--- config.mk ---
export PLATFORM = sky130hd
export DESIGN_NAME = fifo_pipe_top
export DESIGN_NICKNAME = d
export VERILOG_FILES = /design/src/fifo_geom_pkg.sv /design/src/stage_ctrl_pkg.sv /design/src/fifo_mem_if.sv /design/src/fifo_1r1w_small.sv /design/src/fifo_pipe_top.sv /design/src/fifo_tracker.sv /design/src/mem_1r1w_sync.sv /design/src/out_reg_stage.sv
export SDC_FILE = /design/constraint.sdc
export NUM_CORES = 1
export LEC_CHECK = 0
export BUFFER_PORTS_ARGS = -buffer_cell sky130_fd_sc_hd__buf_2
export CAP_MARGIN = 5
export CORE_MARGIN = 2
export CORE_UTILIZATION = 53
export DETAILED_ROUTE_END_ITERATION = 8
export PLACE_DENSITY_LB_ADDON = 0.12
export SYNTH_ARGS = -nofsm -noshare
export SYNTH_HDL_FRONTEND = slang
export SYNTH_SLANG_ARGS = --single-unit
--- constraint.sdc ---
create_clock -name clk_i -period 3.1 [get_ports clk_i]
set_input_delay 0.465 -clock clk_i [delete_from_list [all_inputs] [get_ports clk_i]]
set_output_delay 0.465 -clock clk_i [all_outputs]
set_load 0.02 [all_outputs]
--- src/fifo_geom_pkg.sv ---
//**************************************
// fifo geometry: word width, buffer depth
// and the vector types derived from them
//**************************************

package fifo_geom_pkg;

   // width of one stream word
   localparam int DATA_W = 16;

   // number of entries in the sync-read memory
   localparam int DEPTH = 4;

   // memory address width, at least one bit
   localparam int PTR_W = (DEPTH > 1) ? $clog2(DEPTH) : 1;

   // stream word
   typedef logic [DATA_W-1:0] data_t;

   // memory address
   typedef logic [PTR_W-1:0] ptr_t;

   // highest valid address, pointers wrap after it
   localparam ptr_t PTR_LAST = ptr_t'(DEPTH - 1);

endpackage

--- src/stage_ctrl_pkg.sv ---
//**************************************
// output register stage control types
//**************************************

package stage_ctrl_pkg;

   // whether the output register holds a word
   typedef enum logic [0:0]
   {
      OUT_EMPTY = 1'b0,
      OUT_HELD  = 1'b1
   } out_state_e;

endpackage
--- src/fifo_mem_if.sv ---
//**************************************
// write and read ports of the sync-read
// buffer memory
//**************************************

`timescale 1ns/100ps

interface fifo_mem_if
   import fifo_geom_pkg::*;
();

   // write port
   logic  w_v;
   ptr_t  w_addr;
   data_t w_data;

   // read port, data shows one cycle after r_v
   logic  r_v;
   ptr_t  r_addr;
   data_t r_data;

   // buffer control side drives addresses and enables
   modport ctrl (output w_v, w_addr, w_data, r_v, r_addr, input r_data);

   // memory side returns read data only
   modport mem (input w_v, w_addr, w_data, r_v, r_addr, output r_data);

endinterface

--- src/fifo_1r1w_small.sv ---
//**************************************
// small 1r1w buffer on sync-read memory,
// bypass register for 1-cycle latency
//**************************************

`timescale 1ns/100ps

module fifo_1r1w_small
   import fifo_geom_pkg::*;
(
   input  logic      clk_i,
   input  logic      rst_n_i,
   input  logic      in_valid_i,
   input  data_t     in_data_i,
   input  logic      deq_yumi_i,
   output logic      in_ready_o,
   output logic      deq_valid_o,
   output data_t     deq_data_o,
   fifo_mem_if.ctrl  mem
);

   logic  enq;
   logic  full;
   logic  empty;
   ptr_t  wptr;
   ptr_t  rptr_next;

   // next read address equals write address
   logic  same_addr;
   logic  bypass_load;
   logic  bypass_sel_q;
   data_t bypass_q;

   // valid and ready together
   assign enq = in_valid_i & ~full;

   // current head address is not needed, the read is prefetched
   fifo_tracker tracker_inst
   (
      .clk_i       (clk_i),
      .rst_n_i     (rst_n_i),
      .enq_i       (enq),
      .deq_i       (deq_yumi_i),
      .wptr_o      (wptr),
      .rptr_o      (),
      .rptr_next_o (rptr_next),
      .full_o      (full),
      .empty_o     (empty)
   );

   // when empty and idle, rptr_next == wptr holds, so no read is issued
   assign same_addr = (rptr_next == wptr);

   // every accepted word goes to memory
   assign mem.w_v    = enq;
   assign mem.w_addr = wptr;
   assign mem.w_data = in_data_i;

   // prefetch next head, skipped on an address collision
   assign mem.r_v    = ~same_addr;
   assign mem.r_addr = rptr_next;

   // on collision a copy also lands in the bypass register
   assign bypass_load = enq & same_addr;

   always_ff @(posedge clk_i)
   begin
      if (bypass_load)
         bypass_q <= in_data_i;
   end

   // select bypass data for exactly the cycle after a collision
   always_ff @(posedge clk_i or negedge rst_n_i)
   begin
      if (!rst_n_i)
         bypass_sel_q <= 1'b0;
      else
         bypass_sel_q <= bypass_load;
   end

   assign deq_data_o  = bypass_sel_q ? bypass_q : mem.r_data;
   assign deq_valid_o = ~empty;
   assign in_ready_o  = ~full;

endmodule

--- src/fifo_pipe_top.sv ---
//**************************************
// fifo pipe: buffer plus output register
//**************************************

`timescale 1ns/100ps

module fifo_pipe_top
   import fifo_geom_pkg::*;
(
   input  logic  clk_i,
   input  logic  rst_n_i,
   input  logic  in_valid_i,
   input  data_t in_data_i,
   input  logic  out_ready_i,
   output logic  in_ready_o,
   output logic  out_valid_o,
   output data_t out_data_o
);

   // buffer to output stage, valid/yumi
   logic  deq_valid;
   logic  deq_yumi;
   data_t deq_data;

   fifo_mem_if mem_if ();

   fifo_1r1w_small fifo_inst
   (
      .clk_i       (clk_i),
      .rst_n_i     (rst_n_i),
      .in_valid_i  (in_valid_i),
      .in_data_i   (in_data_i),
      .deq_yumi_i  (deq_yumi),
      .in_ready_o  (in_ready_o),
      .deq_valid_o (deq_valid),
      .deq_data_o  (deq_data),
      .mem         (mem_if.ctrl)
   );

   mem_1r1w_sync mem_inst
   (
      .clk_i (clk_i),
      .mem   (mem_if.mem)
   );

   out_reg_stage out_inst
   (
      .clk_i       (clk_i),
      .rst_n_i     (rst_n_i),
      .deq_valid_i (deq_valid),
      .deq_data_i  (deq_data),
      .out_ready_i (out_ready_i),
      .deq_yumi_o  (deq_yumi),
      .out_valid_o (out_valid_o),
      .out_data_o  (out_data_o)
   );

endmodule

--- src/fifo_tracker.sv ---
//**************************************
// fifo tracker: read/write pointers with
// wrap bits, full and empty flags
//**************************************

`timescale 1ns/100ps

module fifo_tracker
   import fifo_geom_pkg::*;
(
   input  logic clk_i,
   input  logic rst_n_i,
   input  logic enq_i,
   input  logic deq_i,
   output ptr_t wptr_o,
   output ptr_t rptr_o,
   output ptr_t rptr_next_o,
   output logic full_o,
   output logic empty_o
);

   // msb is the wrap bit, the rest is the address
   logic [PTR_W:0] wptr_q;
   logic [PTR_W:0] rptr_q;
   logic [PTR_W:0] rptr_next;

   // advance a pointer by one entry, toggle wrap at the last address
   function automatic logic [PTR_W:0] step_ptr(input logic [PTR_W:0] p);
      logic [PTR_W:0] r;
      if (p[PTR_W-1:0] == PTR_LAST)
         r = {~p[PTR_W], {PTR_W{1'b0}}};
      else
         r = {p[PTR_W], ptr_t'(p[PTR_W-1:0] + 1'b1)};
      return r;
   endfunction

   // read pointer one cycle early, feeds the sync-read address
   assign rptr_next = deq_i ? step_ptr(rptr_q) : rptr_q;

   always_ff @(posedge clk_i or negedge rst_n_i)
   begin
      if (!rst_n_i)
      begin
         wptr_q <= '0;
         rptr_q <= '0;
      end
      else
      begin
         if (enq_i)
            wptr_q <= step_ptr(wptr_q);
         rptr_q <= rptr_next;
      end
   end

   assign wptr_o      = wptr_q[PTR_W-1:0];
   assign rptr_o      = rptr_q[PTR_W-1:0];
   assign rptr_next_o = rptr_next[PTR_W-1:0];

   // same address: wrap bits tell full from empty
   assign empty_o = (wptr_q == rptr_q);
   assign full_o  = (wptr_q[PTR_W-1:0] == rptr_q[PTR_W-1:0])
                    && (wptr_q[PTR_W] != rptr_q[PTR_W]);

endmodule

--- src/mem_1r1w_sync.sv ---
//**************************************
// one-write one-read memory with
// registered read data
//**************************************

`timescale 1ns/100ps

module mem_1r1w_sync
   import fifo_geom_pkg::*;
(
   input  logic     clk_i,
   fifo_mem_if.mem  mem
);

   // storage array, contents undefined until written
   data_t mem_q [DEPTH];

   // registered read data
   data_t r_data_q;

   // write port
   always_ff @(posedge clk_i)
   begin
      if (mem.w_v)
         mem_q[mem.w_addr] <= mem.w_data;
   end

   // read port, data held while r_v is low
   // the controller never reads the address being written
   always_ff @(posedge clk_i)
   begin
      if (mem.r_v)
         r_data_q <= mem_q[mem.r_addr];
   end

   assign mem.r_data = r_data_q;

endmodule

--- src/out_reg_stage.sv ---
//**************************************
// output register stage: valid/yumi in,
// registered valid/ready out
//**************************************

`timescale 1ns/100ps

module out_reg_stage
   import fifo_geom_pkg::*;
   import stage_ctrl_pkg::*;
(
   input  logic  clk_i,
   input  logic  rst_n_i,
   input  logic  deq_valid_i,
   input  data_t deq_data_i,
   input  logic  out_ready_i,
   output logic  deq_yumi_o,
   output logic  out_valid_o,
   output data_t out_data_o
);

   out_state_e state_q;
   logic       drain;
   data_t      data_q;

   assign out_valid_o = (state_q == OUT_HELD);

   // held word leaves this cycle
   assign drain = out_valid_o & out_ready_i;

   // take a word when the register is free or being emptied now
   assign deq_yumi_o = deq_valid_i & ((state_q == OUT_EMPTY) | out_ready_i);

   always_ff @(posedge clk_i or negedge rst_n_i)
   begin
      if (!rst_n_i)
         state_q <= OUT_EMPTY;
      else if (deq_yumi_o)
         state_q <= OUT_HELD;
      else if (drain)
         state_q <= OUT_EMPTY;
   end

   // payload only changes on a yumi, so it stays put while stalled
   always_ff @(posedge clk_i)
   begin
      if (deq_yumi_o)
         data_q <= deq_data_i;
   end

   assign out_data_o = data_q;

endmodule

# Yosys cells after proc, flatten, opt, wreduce, memory -nomap -nowiden

Memory sizes are Yosys's and may differ from the RTL's. A register that Yosys moved wholly into a read port is not among the register bits.
Cells that the tools add are included.

Register bits: 40
Latch bits: 0
RAM bits: 64
ROM bits: 0
Input bits: 20
Output and inout port bits: 18
Memories kept: 1

$add $sub $neg: 2
Multiply operators: 0
Div/mod/pow operators: 0
Magnitude comparators: 0
Equality and inequality tests: 6
Shifts and indexed selects: 0
Multiplexer cells: 8
Bitwise operators: 10
Reductions and logical operators: 5

Memories:

| memory         | depth | bits a word | rd ports | clocked after memory_dff | write ports | line                | text |
|---|---|---|---|---|---|---|---|
| mem_inst.mem_q | 4     | 16          | 1        | 1                        | 1           | mem_1r1w_sync.sv:16 | `data_t mem_q [DEPTH];` |

Operator list:

| kind                  | number |
|---|---|
| $mux W16              | 1 |
| $mux W2               | 3 |
| $not A1 Y1            | 5 |
| $add A2 B1 Y2 const B | 2 |
| $and A1 B1 Y1         | 4 |
| $eq A2 B2 Y1          | 2 |
| $eq A2 B2 Y1 const B  | 2 |
| $mux W1               | 4 |
| $reduce_and A2 Y1     | 2 |
| $eq A3 B3 Y1          | 1 |
| $reduce_bool A2 Y1    | 1 |
| $logic_and A1 B1 Y1   | 1 |
| $logic_not A1 Y1      | 1 |
| $ne A1 B1 Y1          | 1 |
| $or A1 B1 Y1          | 1 |

# Longest topological paths before layout

Gate-level depths: netlist (run 1).

Word-level depth: 6
Depth in mapped cells: 7

# Modules after synthesis

From an unflattened synthesis (run 1), not the netlist that was laid out.

Cell total of the unflattened synthesis: 209
Area, all modules: 4620.7 um2

By module, submodules not included:

| module          | times used | cells each | area each (um2) | sequential area each (um2) |
|---|---|---|---|---|
| mem_1r1w_sync   | 1          | 104        | 2857.7          | 2402.3 |
| fifo_1r1w_small | 1          | 58         | 915.9           | 505.5 |
| out_reg_stage   | 1          | 20         | 524.3           | 505.5 |
| fifo_tracker    | 1          | 27         | 322.8           | 150.1 |

# Worst setup path before layout (run 1)

OpenSTA, ideal clock, no wires.

Kind: register to register
Start point: register fifo_inst.tracker_inst.rptr_q[1]
End point: register fifo_inst.bypass_q[0], enable pin
Library setup time: 0.416 ns
Arrival time: 2.592 ns
Data required time: 2.684 ns
Slack: 0.092 ns
Stages on the path, launching flop included: 6
Buffers on the path: 0
Period minus slack after synthesis: 3.008 ns
Path through: dfrtp_1 > ha_1 > xor2_1 > a211oi_1 > o221ai_1 > a21boi_0

Longest elaborated chain between the ends: 6
Elaborated cells on any way between the ends: 13
Those cells by class: add/sub: 1; eq/ne: 4; mux: 2; bitwise: 5; reduce/logical: 1

Ends and longest elaborated chain:

| what                                                  | line                  | text |
|---|---|---|
| from (decl)                                           | fifo_tracker.sv:24    | `logic [PTR_W:0] rptr_q;` |
| from (signal assigned)                                | fifo_tracker.sv:51    | `rptr_q <= rptr_next;` |
| branches (longest 5 deep; another with $add A2 B1 Y2) | n/a                   |  |
| $and A1 B1 Y1 *                                       | fifo_1r1w_small.sv:64 | `assign bypass_load = enq & same_addr;` |
| named net fifo_inst.bypass_load                       | fifo_1r1w_small.sv:30 | `logic bypass_load;` |
| to (signal assigned)                                  | fifo_1r1w_small.sv:69 | `bypass_q <= in_data_i;` |
| to (decl)                                             | fifo_1r1w_small.sv:32 | `data_t bypass_q;` |

Mark *: on every way through the listed nets, which the timed path passes.
A chain may end at the register's enable or synchronous reset.

# Final worst setup path (run 1)

Start point: register fifo_inst.tracker_inst.rptr_q[0]
End point: register mem_inst.r_data_q[2] (netlist: mem_inst.mem.r_data[2]), read port of mem_inst.mem_q, enable pin

Longest elaborated chain between the ends: 6
Elaborated cells on any way between the ends: 9
Those cells by class: add/sub: 1; eq/ne: 3; mux: 2; bitwise: 2; reduce/logical: 1

Ends and longest elaborated chain:

| what                                                  | line                  | text |
|---|---|---|
| branches (longest 3 deep; another with $add A2 B1 Y2) | n/a                   |  |
| $mux W2 *                                             | fifo_tracker.sv:38    | `assign rptr_next = deq_i ? step_ptr(rptr_q) : rptr_q;` |
| $eq A2 B2 Y1                                          | fifo_1r1w_small.sv:52 | `assign same_addr = (rptr_next == wptr);` |
| $logic_not A1 Y1 (no line)                            | n/a                   |  |
| to (decl)                                             | mem_1r1w_sync.sv:19   | `data_t r_data_q;` |

Every way passes the cells marked *.

==> results.json, run 1 <==
{
  "fin_nets": 364,
  "status": "completed",
  "cp_slowest_cell": "and2_1",
  "arrival_ns": 2.72,
  "pwr_density_cell_nw_per_um2": 1280,
  "final_antenna_net_count": 0,
  "synthesis.nets": 314,
  "max-clock-path-buffers": 2,
  "min_from": "in_data_i[5]",
  "hold_viol_final": 0,
  "wirelength_met1_mm": 4.19,
  "area_growth_syn_to_layout_pct": 20.0,
  "die_width_um": 99.3,
  "core_um2": 8760,
  "cts_tree": "built",
  "htreeDepth": 4,
  "route.met3.wl_um": 636,
  "reg2reg_slack_ns": 0.51,
  "wl_met2_mm": 4.59,
  "cts-root-buf": "clkbuf_8",
  "hold_path.class": "in -> reg",
  "start_kind": "flip-flop",
  "fmax_ghz": 0.385,
  "endpoint_kind": "flip-flop",
  "yosys.cell_count.top_type": "edfxtp_1",
  "synth.avg_cell_area_um2": 16.7,
  "fin_crit_ns": 2.59,
  "top_level_ports": 38,
  "period_share_pct": 83.7,
  "p_leak_nw": 2.01,
  "relSlewSlack_pct": 41.0,
  "synth.distinct_cells": 36,
  "num_vias": 2789,
  "yosysTopAreaCell": "edfxtp_1",
  "grt_usage_pct": 20.9,
  "tightest_slew_ns": 0.883,
  "drive_above_1_share_pct": 30.7,
  "path_clk_slew_ns": 0.06,
  "rows": 34,
  "hold_path_depth": 1,
  "dieArea_um2": 9860,
  "r2r_cells": 5,
  "io_buffers": 37,
  "tns_ns": 0,
  "crit_type": "reg -> reg",
  "synth_commonest_cells": "edfxtp_1 (112), a32oi_1 (32), o21ai_0 (27)",
  "critical_path_required_ns": 3.22,
  "clkLatencyLatePin_ns": 0.50,
  "fp.dieH_um": 99.3,
  "yosys_warnings": 0,
  "routed_wl_mm": 9.48,
  "gp_congestion": 0.853,
  "crit_fanout": 16,
  "rsz0062_at_grt": "false",
  "setup_viol": 0,
  "netlist_area_um2": 4810,
  "synth-main-ff-cell": "edfxtp_1",
  "dpl_cell_area_um2": 5170,
  "grt_max_degree": 34,
  "synthTopCellsByArea": "edfxtp_1 (70%), a32oi_1 (5.8%), dfrtp_1 (4.2%)",
  "peakVddDrop_mv": 0.931,
  "grt_antenna_before_repair": 0,
  "dr.first_iter.drc_count": 172,
  "top_layer": "met4",
  "place_hpwl_mm": 5.33,
  "skew_ns": 0.00641,
  "diodes": 0,
  "drc": 0,
  "crit_chain": "ha_1, xor2_1, a211oi_1, o221ai_1, and2_1",
  "initial_core_util_pct": 54.9,
  "via_per_inst": 6.06,
  "drt-pass1-iter-count": 4,
  "wire_per_inst_um": 20.6,
  "postSynthCellCount": 289,
  "synth-seq-area-share_pct": 74.0,
  "min_to": "fifo_inst.bypass_q[5]",
  "synth_edf_count": 112,
  "final_area_um2": 5780,
  "cts_buffers": 17,
  "ys_ff_latch": 120,
  "crit_path_max_incr_delay_ns": 0.74,
  "r2r_end": "mem_inst.mem.r_data[2]",
  "grt_pass1_wl_mm": 15.0,
  "cts_setup_buffers": 0,
  "maxCapViolCount": 0,
  "clock_sinks": 120,
  "drv_slew": 0,
  "async_reset_ff_share_pct": 6.67,
  "synth_top_area_share_pct": 69.9,
  "timing.rr.start": "fifo_inst.tracker_inst.rptr_q[0]",
  "grt_pass1_vias": 2793,
  "grt-ovfl-total": 0
}
[placed cells by master, fill, tap and decap left out, types with 2 or more instances in the layout]
cell type,n
a32oi_1,32
a41oi_2,2
and2_1,6
and3b_1,2
buf_2,37
buf_4,13
bufinv_16,4
clkbuf_1,2
clkbuf_16,16
clkinv_2,4
clkinvlp_4,4
dfrtp_1,8
edfxtp_1,112
ha_1,5
inv_1,2
mux2_2,16
nand2_1,6
nand3_1,18
nor2_1,2
nor3_1,2
o21ai_0,27
o21ai_1,7
o311ai_4,2
xnor2_1,2
xnor2_2,2
xor2_1,3
xor2_2,2
[worst max-delay path by stage]
stage,startpoint,end,slack [ns],cells past startpoint
6_report,fifo_inst.tracker_inst.rptr_q[0],mem_inst.mem.r_data[2],0.51,5
3_3_place_gp,fifo_inst.tracker_inst.rptr_q[0],mem_inst.mem.r_data[6],0.58,5
3_5_place_dp,fifo_inst.tracker_inst.rptr_q[0],mem_inst.mem.r_data[6],0.53,5
4_1_cts,fifo_inst.tracker_inst.rptr_q[0],mem_inst.mem.r_data[2],0.49,5
5_1_grt,fifo_inst.tracker_inst.rptr_q[0],mem_inst.mem.r_data[2],0.36,5
2_1_floorplan,fifo_inst.tracker_inst.rptr_q[1],fifo_inst.bypass_q[0],0.09,5
[timing repair]
action | 4_1_cts | 5_1_grt
hold buffers | 1 | 0
endpoints found under the hold margin | 8 | 0
resized for setup | 0 | 0
[kinds of logic (layout without fill, tap and decap cells)]
| kind of cell | Yosys count | count (layout) | synth area share, % |
|---|---|---|---|
| DFF | 120 | 120 | 74.0 |
| buffers and inverters | 24 | 87 | 2.44 |
| and+or+nand+nor | 38 | 38 | 4.11 |
| xor gates and xnor gates | 9 | 9 | 2.26 |
| adders and majority gates | 5 | 5 | 1.30 |
| AOI/OAI and AO/OA | 77 | 77 | 12.1 |
| muxes | 16 | 16 | 3.74 |
[where the power goes]
group / switching [W] / internal (W) / total, W
logic: 0.00170 / 0.000886 / 0.00259
clock network: 0.000667 / 0.00130 / 0.00197
registers: 0.000217 / 0.00260 / 0.00282
[sequential cells by signal, summed over array words and instances (netlist names)]
name	cells
mem_inst.mem.r_data	16
out_inst.out_data_o	16
fifo_inst.tracker_inst.rptr_q	3
fifo_inst.bypass_sel_q	1
mem_inst.mem_q	64
fifo_inst.tracker_inst.wptr_q	3
out_inst.out_valid_o	1
fifo_inst.bypass_q	16
[layer usage]
metal | GRT usage [%] | vias to the layer above
li1 | - | 1277
met1 | 28.5 | 1393
met2 | 31.8 | 115
met3 | 6.04 | 4
met4 | 8.75 | 0
met5 | 0 | -
[stage by stage]
| stage | hold WS, ns | cells | total power (W) | util [%] | setup slack [ns] |
|---|---|---|---|---|---|
| 2_1_floorplan | 0.169 | 289 | 0.00459 | - | 0.0923 |
| 3_3_place_gp | 0.319 | 427 | 0.00539 | 59.0 | 0.582 |
| 3_5_place_dp | 0.318 | 427 | 0.00544 | 59.0 | 0.529 |
| 4_1_cts | 0.171 | 460 | 0.00742 | 65.9 | 0.492 |
| 5_1_grt | 0.177 | 460 | 0.00776 | 65.9 | 0.359 |
| 6_report | 0.191 | 460 | 0.00737 | 65.9 | 0.505 |
[cell type report]
| class | instances | area (µm²) |
|---|---|---|
| Multi-Input combinational cell | 145 | 1150 |
| Clock inverter | 13 | 179 |
| Tap cell | 108 | 135 |
| Timing Repair Buffer | 52 | 313 |
| Fill cell | 598 | 2990 |
| Clock buffer | 19 | 422 |
| Sequential cell | 120 | 3560 |
| Inverter | 3 | 11.3 |
[critical path, delay by kind of cell (launching register included)]
family,cells,cell delay [ns]
and+or+nand+nor,1,0.74
AOI/OAI and AO/OA,2,0.35
DFF,1,0.52
adders and majority gates,1,0.42
xor gates and xnor gates,1,0.18
Note: power is estimated with default switching activity, not from simulation.
==> run 2, diff against run 1 <==
--- a/config.mk
+++ b/config.mk
@@ -5,10 +5,11 @@
 export SDC_FILE = /design/constraint.sdc
 export NUM_CORES = 1
 export LEC_CHECK = 0
+export ABC_AREA = 1
 export BUFFER_PORTS_ARGS = -buffer_cell sky130_fd_sc_hd__buf_2
 export CAP_MARGIN = 5
 export CORE_MARGIN = 2
-export CORE_UTILIZATION = 53
+export CORE_UTILIZATION = 59
 export DETAILED_ROUTE_END_ITERATION = 8
 export PLACE_DENSITY_LB_ADDON = 0.12
 export SYNTH_ARGS = -nofsm -noshare
==> constraint.sdc (replaced) <==
create_clock -name clk_i -period 2.4 [get_ports clk_i]
set_input_delay 0.36 -clock clk_i [delete_from_list [all_inputs] [get_ports clk_i]]
set_output_delay 0.36 -clock clk_i [all_outputs]
set_load 0.02 [all_outputs]
==> results.json, run 2 <==
{
  "start_kind": "flip-flop",
  "switching_share_pct": 34.5,
  "final_area_um2": 5850,
  "muxShareOfSynthArea_pct": 3.71,
  "cts-root-buf": "clkbuf_8",
  "p_total_w": 0.00928,
  "fin_ws_ns": 0.325,
  "period_share_pct": 86.4,
  "htreeDepth": 4,
  "yosysTopAreaCell": "edfxtp_1",
  "final_common_cell": "edfxtp_1",
  "synthTopCellsByArea": "edfxtp_1 (69%), nand2_1 (6.3%), inv_1 (4.6%)",
  "top_register": "mem_inst.mem_q",
  "fmax_ghz": 0.482,
  "p_leak_nw": 2.43,
  "io_buffers": 37,
  "endpoint_kind": "flip-flop",
  "final_antenna_net_count": 0,
  "area_growth_syn_to_layout_pct": 20.3,
  "synth-seq-area-share_pct": 73.3,
  "pwr_density_cell_nw_per_um2": 1590,
  "fin_crit_ns": 2.07,
  "comb_power_share_pct": 33.6,
  "synth_commonest_cells": "edfxtp_1 (112), nand2_1 (81), inv_1 (60)",
  "skew_ns": 0.00761,
  "gp_congestion": 0.827,
  "synth_top_family_by_area": "simple AND/OR/NAND/NOR gates",
  "tns_ns": 0,
  "clkPwrFrac_pct": 29.1,
  "internal-power_w": 0.00608,
  "max-clock-path-buffers": 2,
  "power_frac_seq_pct": 37.3,
  "clock_sinks": 120,
  "tightest_slew_ns": 0.477,
  "preCtsSetupSlack_ns": 0.385,
  "crit_fanout": 48,
  "grt_max_degree": 49,
  "rsz0062_at_grt": "false",
  "peakVddDrop_mv": 0.746,
  "path_clk_slew_ns": 0.06,
  "grt_usage_pct": 22.1,
  "wire_per_inst_um": 15.5,
  "synth.distinct_cells": 22,
  "drv_slew": 0,
  "rows": 33,
  "dpl_cell_area_um2": 5200,
  "arrival_ns": 2.33,
  "clkLatencyLatePin_ns": 0.52,
  "cts_tree": "built",
  "setup_viol": 0,
  "netlist_area_um2": 4860,
  "postSynthCellCount": 372,
  "synth_top_area_share_pct": 69.2,
  "crit_type": "reg -> reg",
  "hold_path.class": "in -> reg",
  "routed_wl_mm": 8.49,
  "yosys_warnings": 0,
  "largest_reg_flops": 64,
  "dr.first_iter.drc_count": 147,
  "stdcell_count": 547,
  "initial_core_util_pct": 60.0,
  "grt_antenna_before_repair": 0,
  "grt-ovfl-total": 0,
  "cts_buffers": 17,
  "top_level_ports": 38,
  "synth_fa_ha_area_share_pct": 1.29,
  "yosys.area_share.xor_xnor_pct": 0.361,
  "layout_common_cells": "edfxtp_1 (112), nand2_1 (81), inv_1 (60), buf_2 (37), nor2_1 (22)",
  "place_hpwl_mm": 4.93,
  "hold_viol_final": 0,
  "fillCellCount": 565,
  "core_um2": 8090,
  "fin_nets": 454,
  "drc": 0,
  "synth-main-ff-cell": "edfxtp_1",
  "via_per_inst": 5.01,
  "synth.avg_cell_area_um2": 13.1,
  "async_reset_ff_share_pct": 6.67,
  "ys_ff_latch": 120,
  "num_vias": 2738,
  "dp.cells": 514,
  "synth_compound_area_share_pct": 2.73,
  "synth-simple-area-share_pct": 12.2,
  "grt_pass1_wl_mm": 14.0,
  "grt_pass1_vias": 2817,
  "yosys.cell_count.top_type": "edfxtp_1",
  "diodes": 0,
  "relSlewSlack_pct": 68.2,
  "power.switching_w": 0.00320,
  "drt-pass1-iter-count": 5,
  "synth_edf_count": 112,
  "critical_path_required_ns": 2.65,
  "synthesis.nets": 397,
  "status": "completed",
  "fp.dieH_um": 94.7,
  "dieArea_um2": 8980,
  "drive_above_1_share_pct": 26.7,
  "die_width_um": 94.7,
  "maxCapViolCount": 0
}
run 2: worst max-delay path, stage by stage (launching register included):
cell and delay, ns:
dfrtp_1 0.43, inv_2 0.14, nand2_1 0.08, nand2_2 0.09
nand3_4 0.10, nand2_4 0.11, nand2_2 0.06, nand2_2 0.06
buf_4 0.41, nand2_1 0.13, nand3_1 0.10, o21ai_0 0.10
run 2: final cells by class:
cell class	count	area (µm²)	share of cell area [%]
Sequential cell	120	3560	60.9
Multi-Input combinational cell	179	993	17.0
Clock buffer	17	414	7.08
Timing Repair Buffer	48	283	4.84
Inverter	63	236	4.04
Clock inverter	15	225	3.85
Tap cell	105	131	2.25
run 2: kinds of logic (layout without fill, tap and decap cells):
group / count (synthesis) / count (layout)
buffers and inverters: 73 / 143
muxes: 16 / 16
and+or+nand+nor: 137 / 137
DFF: 120 / 120
xor gates and xnor gates: 2 / 2
adders and majority gates: 5 / 5
AOI/OAI and AO/OA: 19 / 19
run 2: per-stage QoR:
step           hold WS (ns)  util, %
6_report             0.0730     72.2
5_1_grt              0.0717     72.2
4_1_cts              0.0518     72.2
3_3_place_gp          0.219     64.2
2_1_floorplan        0.0644        -
3_5_place_dp          0.223     64.2
run 2: per-layer routing:
layer	track usage (%)	up-vias	share of wire, %
met5	0	-	0
met3	6.62	6	5.4
met4	8.09	0	0.55
met2	37.2	69	54
met1	27.2	1311	40
li1	-	1352	-
run 2: what timing repair did:
item,CTS,global route
resized for setup,0,0
buffers inserted,0,0
hold endpoints to repair,8,0
hold buffers,1,0
run 2: worst paths after layout:
path                                                  start                               end  slack, ns  cells past startpoint
max                        fifo_inst.tracker_inst.wptr_q[0]            mem_inst.mem.r_data[0]       0.33                     11
min                                           in_data_i[10]             mem_inst.mem_q[2][10]       0.07                      1
max reg2reg                fifo_inst.tracker_inst.wptr_q[0]            mem_inst.mem.r_data[0]       0.33                     11
min reg2reg                fifo_inst.tracker_inst.wptr_q[2]  fifo_inst.tracker_inst.wptr_q[2]       0.49                      1
max in group asynchronous                           rst_n_i  fifo_inst.tracker_inst.rptr_q[0]       2.01                      2
min in group asynchronous                           rst_n_i  fifo_inst.tracker_inst.rptr_q[2]       0.22                      2
run 2: power groups by stage:
stage / Clock (W) / Sequential (W) / Combinational (W)
3_3_place_gp: 0 / 0.00348 / 0.00305
3_5_place_dp: 0 / 0.00350 / 0.00314
2_1_floorplan: 0 / 0.00367 / 0.00212
6_report: 0.00270 / 0.00346 / 0.00312
5_1_grt: 0.00283 / 0.00354 / 0.00351
4_1_cts: 0.00274 / 0.00347 / 0.00318
==> run 3, diff against run 2 <==
--- a/config.mk
+++ b/config.mk
@@ -14,4 +14,5 @@
 export PLACE_DENSITY_LB_ADDON = 0.12
 export SYNTH_ARGS = -nofsm -noshare
 export SYNTH_HDL_FRONTEND = slang
+export SYNTH_HIERARCHICAL = 1
 export SYNTH_SLANG_ARGS = --single-unit
==> results.json, run 3 <==
{
  "status": "completed",
  "worst-path-buf-inv": 4,
  "fin_crit_ns": 2.17,
  "cts_buffers": 17,
  "hold_slack_ns": 0.0782,
  "maxCapViolCount": 0,
  "top_register": "mem_inst/mem_q",
  "period_share_pct": 90.6,
  "rows": 33,
  "dp.cells": 561,
  "crit_fanout": 8,
  "crit_type": "reg -> reg",
  "diodes": 0,
  "tightest_slew_ns": 0.538,
  "grt_usage_pct": 22.1,
  "internal-power_w": 0.00615,
  "reg2reg_slack_ns": 0.23,
  "crit_path_max_incr_delay_ns": 0.41,
  "num_vias": 2962,
  "clkLatencyLatePin_ns": 0.51,
  "path_common_cell": "nand2_1",
  "clkPwrFrac_pct": 29.5,
  "crit_path_start": "fifo_inst/tracker_inst/rptr_q[0]",
  "initial_core_util_pct": 61.2,
  "fin_nets": 501,
  "fillCellCount": 531,
  "core_um2": 8220,
  "fp.dieH_um": 96.3,
  "dr.first_iter.drc_count": 211,
  "skew_ns": 0.00417,
  "path_clk_slew_ns": 0.06,
  "crit_end": "fifo_inst/bypass_q[1]",
  "endpoint_kind": "flip-flop",
  "switching_share_pct": 34.0,
  "timing.rr.start": "fifo_inst/tracker_inst/rptr_q[0]",
  "final_common_cell": "nand2_1",
  "grt_pass1_wl_mm": 14.3,
  "grt_antenna_before_repair": 0,
  "postSynthCellCount": 435,
  "grt-ovfl-total": 0,
  "synthesis.nets": 457,
  "die_width_um": 96.3,
  "io_buffers": 37,
  "wire_per_inst_um": 15.2,
  "max-clock-path-buffers": 2,
  "p_leak_nw": 2.63,
  "grt_pass1_vias": 2913,
  "netlist_area_um2": 5020,
  "relSlewSlack_pct": 64.2,
  "dpl_cell_area_um2": 5250,
  "clock_sinks": 120,
  "drt-pass1-iter-count": 5,
  "fin_util_pct": 72.4,
  "cts-root-buf": "clkbuf_8",
  "r2r_cells": 15,
  "start_kind": "flip-flop",
  "gp_congestion": 0.752,
  "htreeDepth": 4,
  "drive_above_1_share_pct": 20.8,
  "drc": 0,
  "fmax_ghz": 0.460,
  "dieArea_um2": 9270,
  "crit_chain": "inv_1, nand2_1, nand2_1, nand2_1, nor2_1, inv_1, inv_2, a21oi_4, o21ai_1, a21oi_2, nand2_1, nand2_1, nand2_4, nor2_4, buf_8",
  "min_from": "in_data_i[8]",
  "final_antenna_net_count": 0,
  "stdcell_count": 596,
  "yosys_warnings": 6,
  "arrival_ns": 2.40,
  "setup_viol": 0,
  "hold_viol_final": 0,
  "cts_tree": "built",
  "routed_wl_mm": 9.05,
  "drv_slew": 0,
  "place_hpwl_mm": 5.34,
  "top_level_ports": 38,
  "p_total_w": 0.00932,
  "power.switching_w": 0.00318,
  "cp_slowest_cell": "dfrtp_1",
  "grt_max_degree": 33,
  "pwr_density_cell_nw_per_um2": 1570,
  "peakVddDrop_mv": 0.677,
  "final_area_um2": 5950,
  "comb_power_share_pct": 32.9,
  "hold_path.class": "in -> reg",
  "power_frac_seq_pct": 37.5,
  "rsz0062_at_grt": "false",
  "critical_path_required_ns": 2.62,
  "via_per_inst": 4.97,
  "largest_reg_flops": 64,
  "crit_cells": 15,
  "area_growth_syn_to_layout_pct": 18.4,
  "cpLargestDelayFamily": "simple AND/OR/NAND/NOR gates",
  "layout_common_cells": "nand2_1 (116), edfxtp_1 (112), inv_1 (95), buf_2 (37), nand3_1 (32)",
  "synth.avg_cell_area_um2": 11.6,
  "r2r_end": "fifo_inst/bypass_q[1]"
}
## run 3: final cells by class
class,count,area (µm²),area share (%)
Clock buffer,17,414,6.96
Inverter,98,375,6.31
Tap cell,105,131,2.21
Multi-Input combinational cell,186,876,14.7
Clock inverter,14,230,3.87
Sequential cell,120,3560,59.9
Timing Repair Buffer,56,358,6.01
## run 3: power by group through the flow
stage	sequential [W]	clock (W)	combinational (W)
floorplan	0.00369	0	0.00207
global placement	0.00353	0	0.00280
detailed placement	0.00354	0	0.00293
CTS	0.00351	0.00279	0.00296
global route	0.00358	0.00289	0.00343
finish	0.00350	0.00275	0.00307
## run 3: worst min path at each step
stage	endpoint	slack [ns]	depth (start not counted)
floorplan	fifo_inst/bypass_sel_q	0.06	0
global placement	fifo_inst/tracker_inst/rptr_q[2]	0.21	1
detailed placement	fifo_inst/tracker_inst/wptr_q[2]	0.22	1
CTS	mem_inst/mem_q[1][9]	0.06	1
global route	mem_inst/mem_q[0][8]	0.07	1
finish	mem_inst/mem_q[2][8]	0.08	1
## run 3: repair_timing
item | 4_1_cts | 5_1_grt
hold buffers | 1 | 0
gates resized for setup | 0 | 8
setup buffers | 0 | 3
setup endpoints to repair | 0 | 45
hold endpoints to repair | 8 | 0
## run 3: per-layer routing
| layer | GRT usage (%) | part of all wire, % | vias up | routed length [µm] |
|---|---|---|---|---|
| li1 | - | - | 1454 | - |
| met1 | 26.6 | 41 | 1398 | 3690 |
| met2 | 36.4 | 51 | 98 | 4640 |
| met3 | 6.34 | 6.4 | 12 | 580 |
| met4 | 11.1 | 1.4 | 0 | 130 |
| met5 | 0 | 0 | - | 0 |
## run 3: through the flow
stage                     setup TNS, ns  worst slack [ns]
after detailed placement              0            0.0943
after global placement                0             0.195
after CTS                             0            0.0696
final                                 0             0.226
after floorplan                  -19.29            -0.288
after global routing                  0            0.0137
## run 3: worst register-to-register path, cell delays in order, from the launching register on
cell and delay [ns]:
dfrtp_1 0.41, inv_1 0.06, nand2_1 0.05, nand2_1 0.04
nand2_1 0.07, nor2_1 0.04, inv_1 0.06, inv_2 0.04
a21oi_4 0.21, o21ai_1 0.10, a21oi_2 0.18, nand2_1 0.10
nand2_1 0.12, nand2_4 0.07, nor2_4 0.16, buf_8 0.16
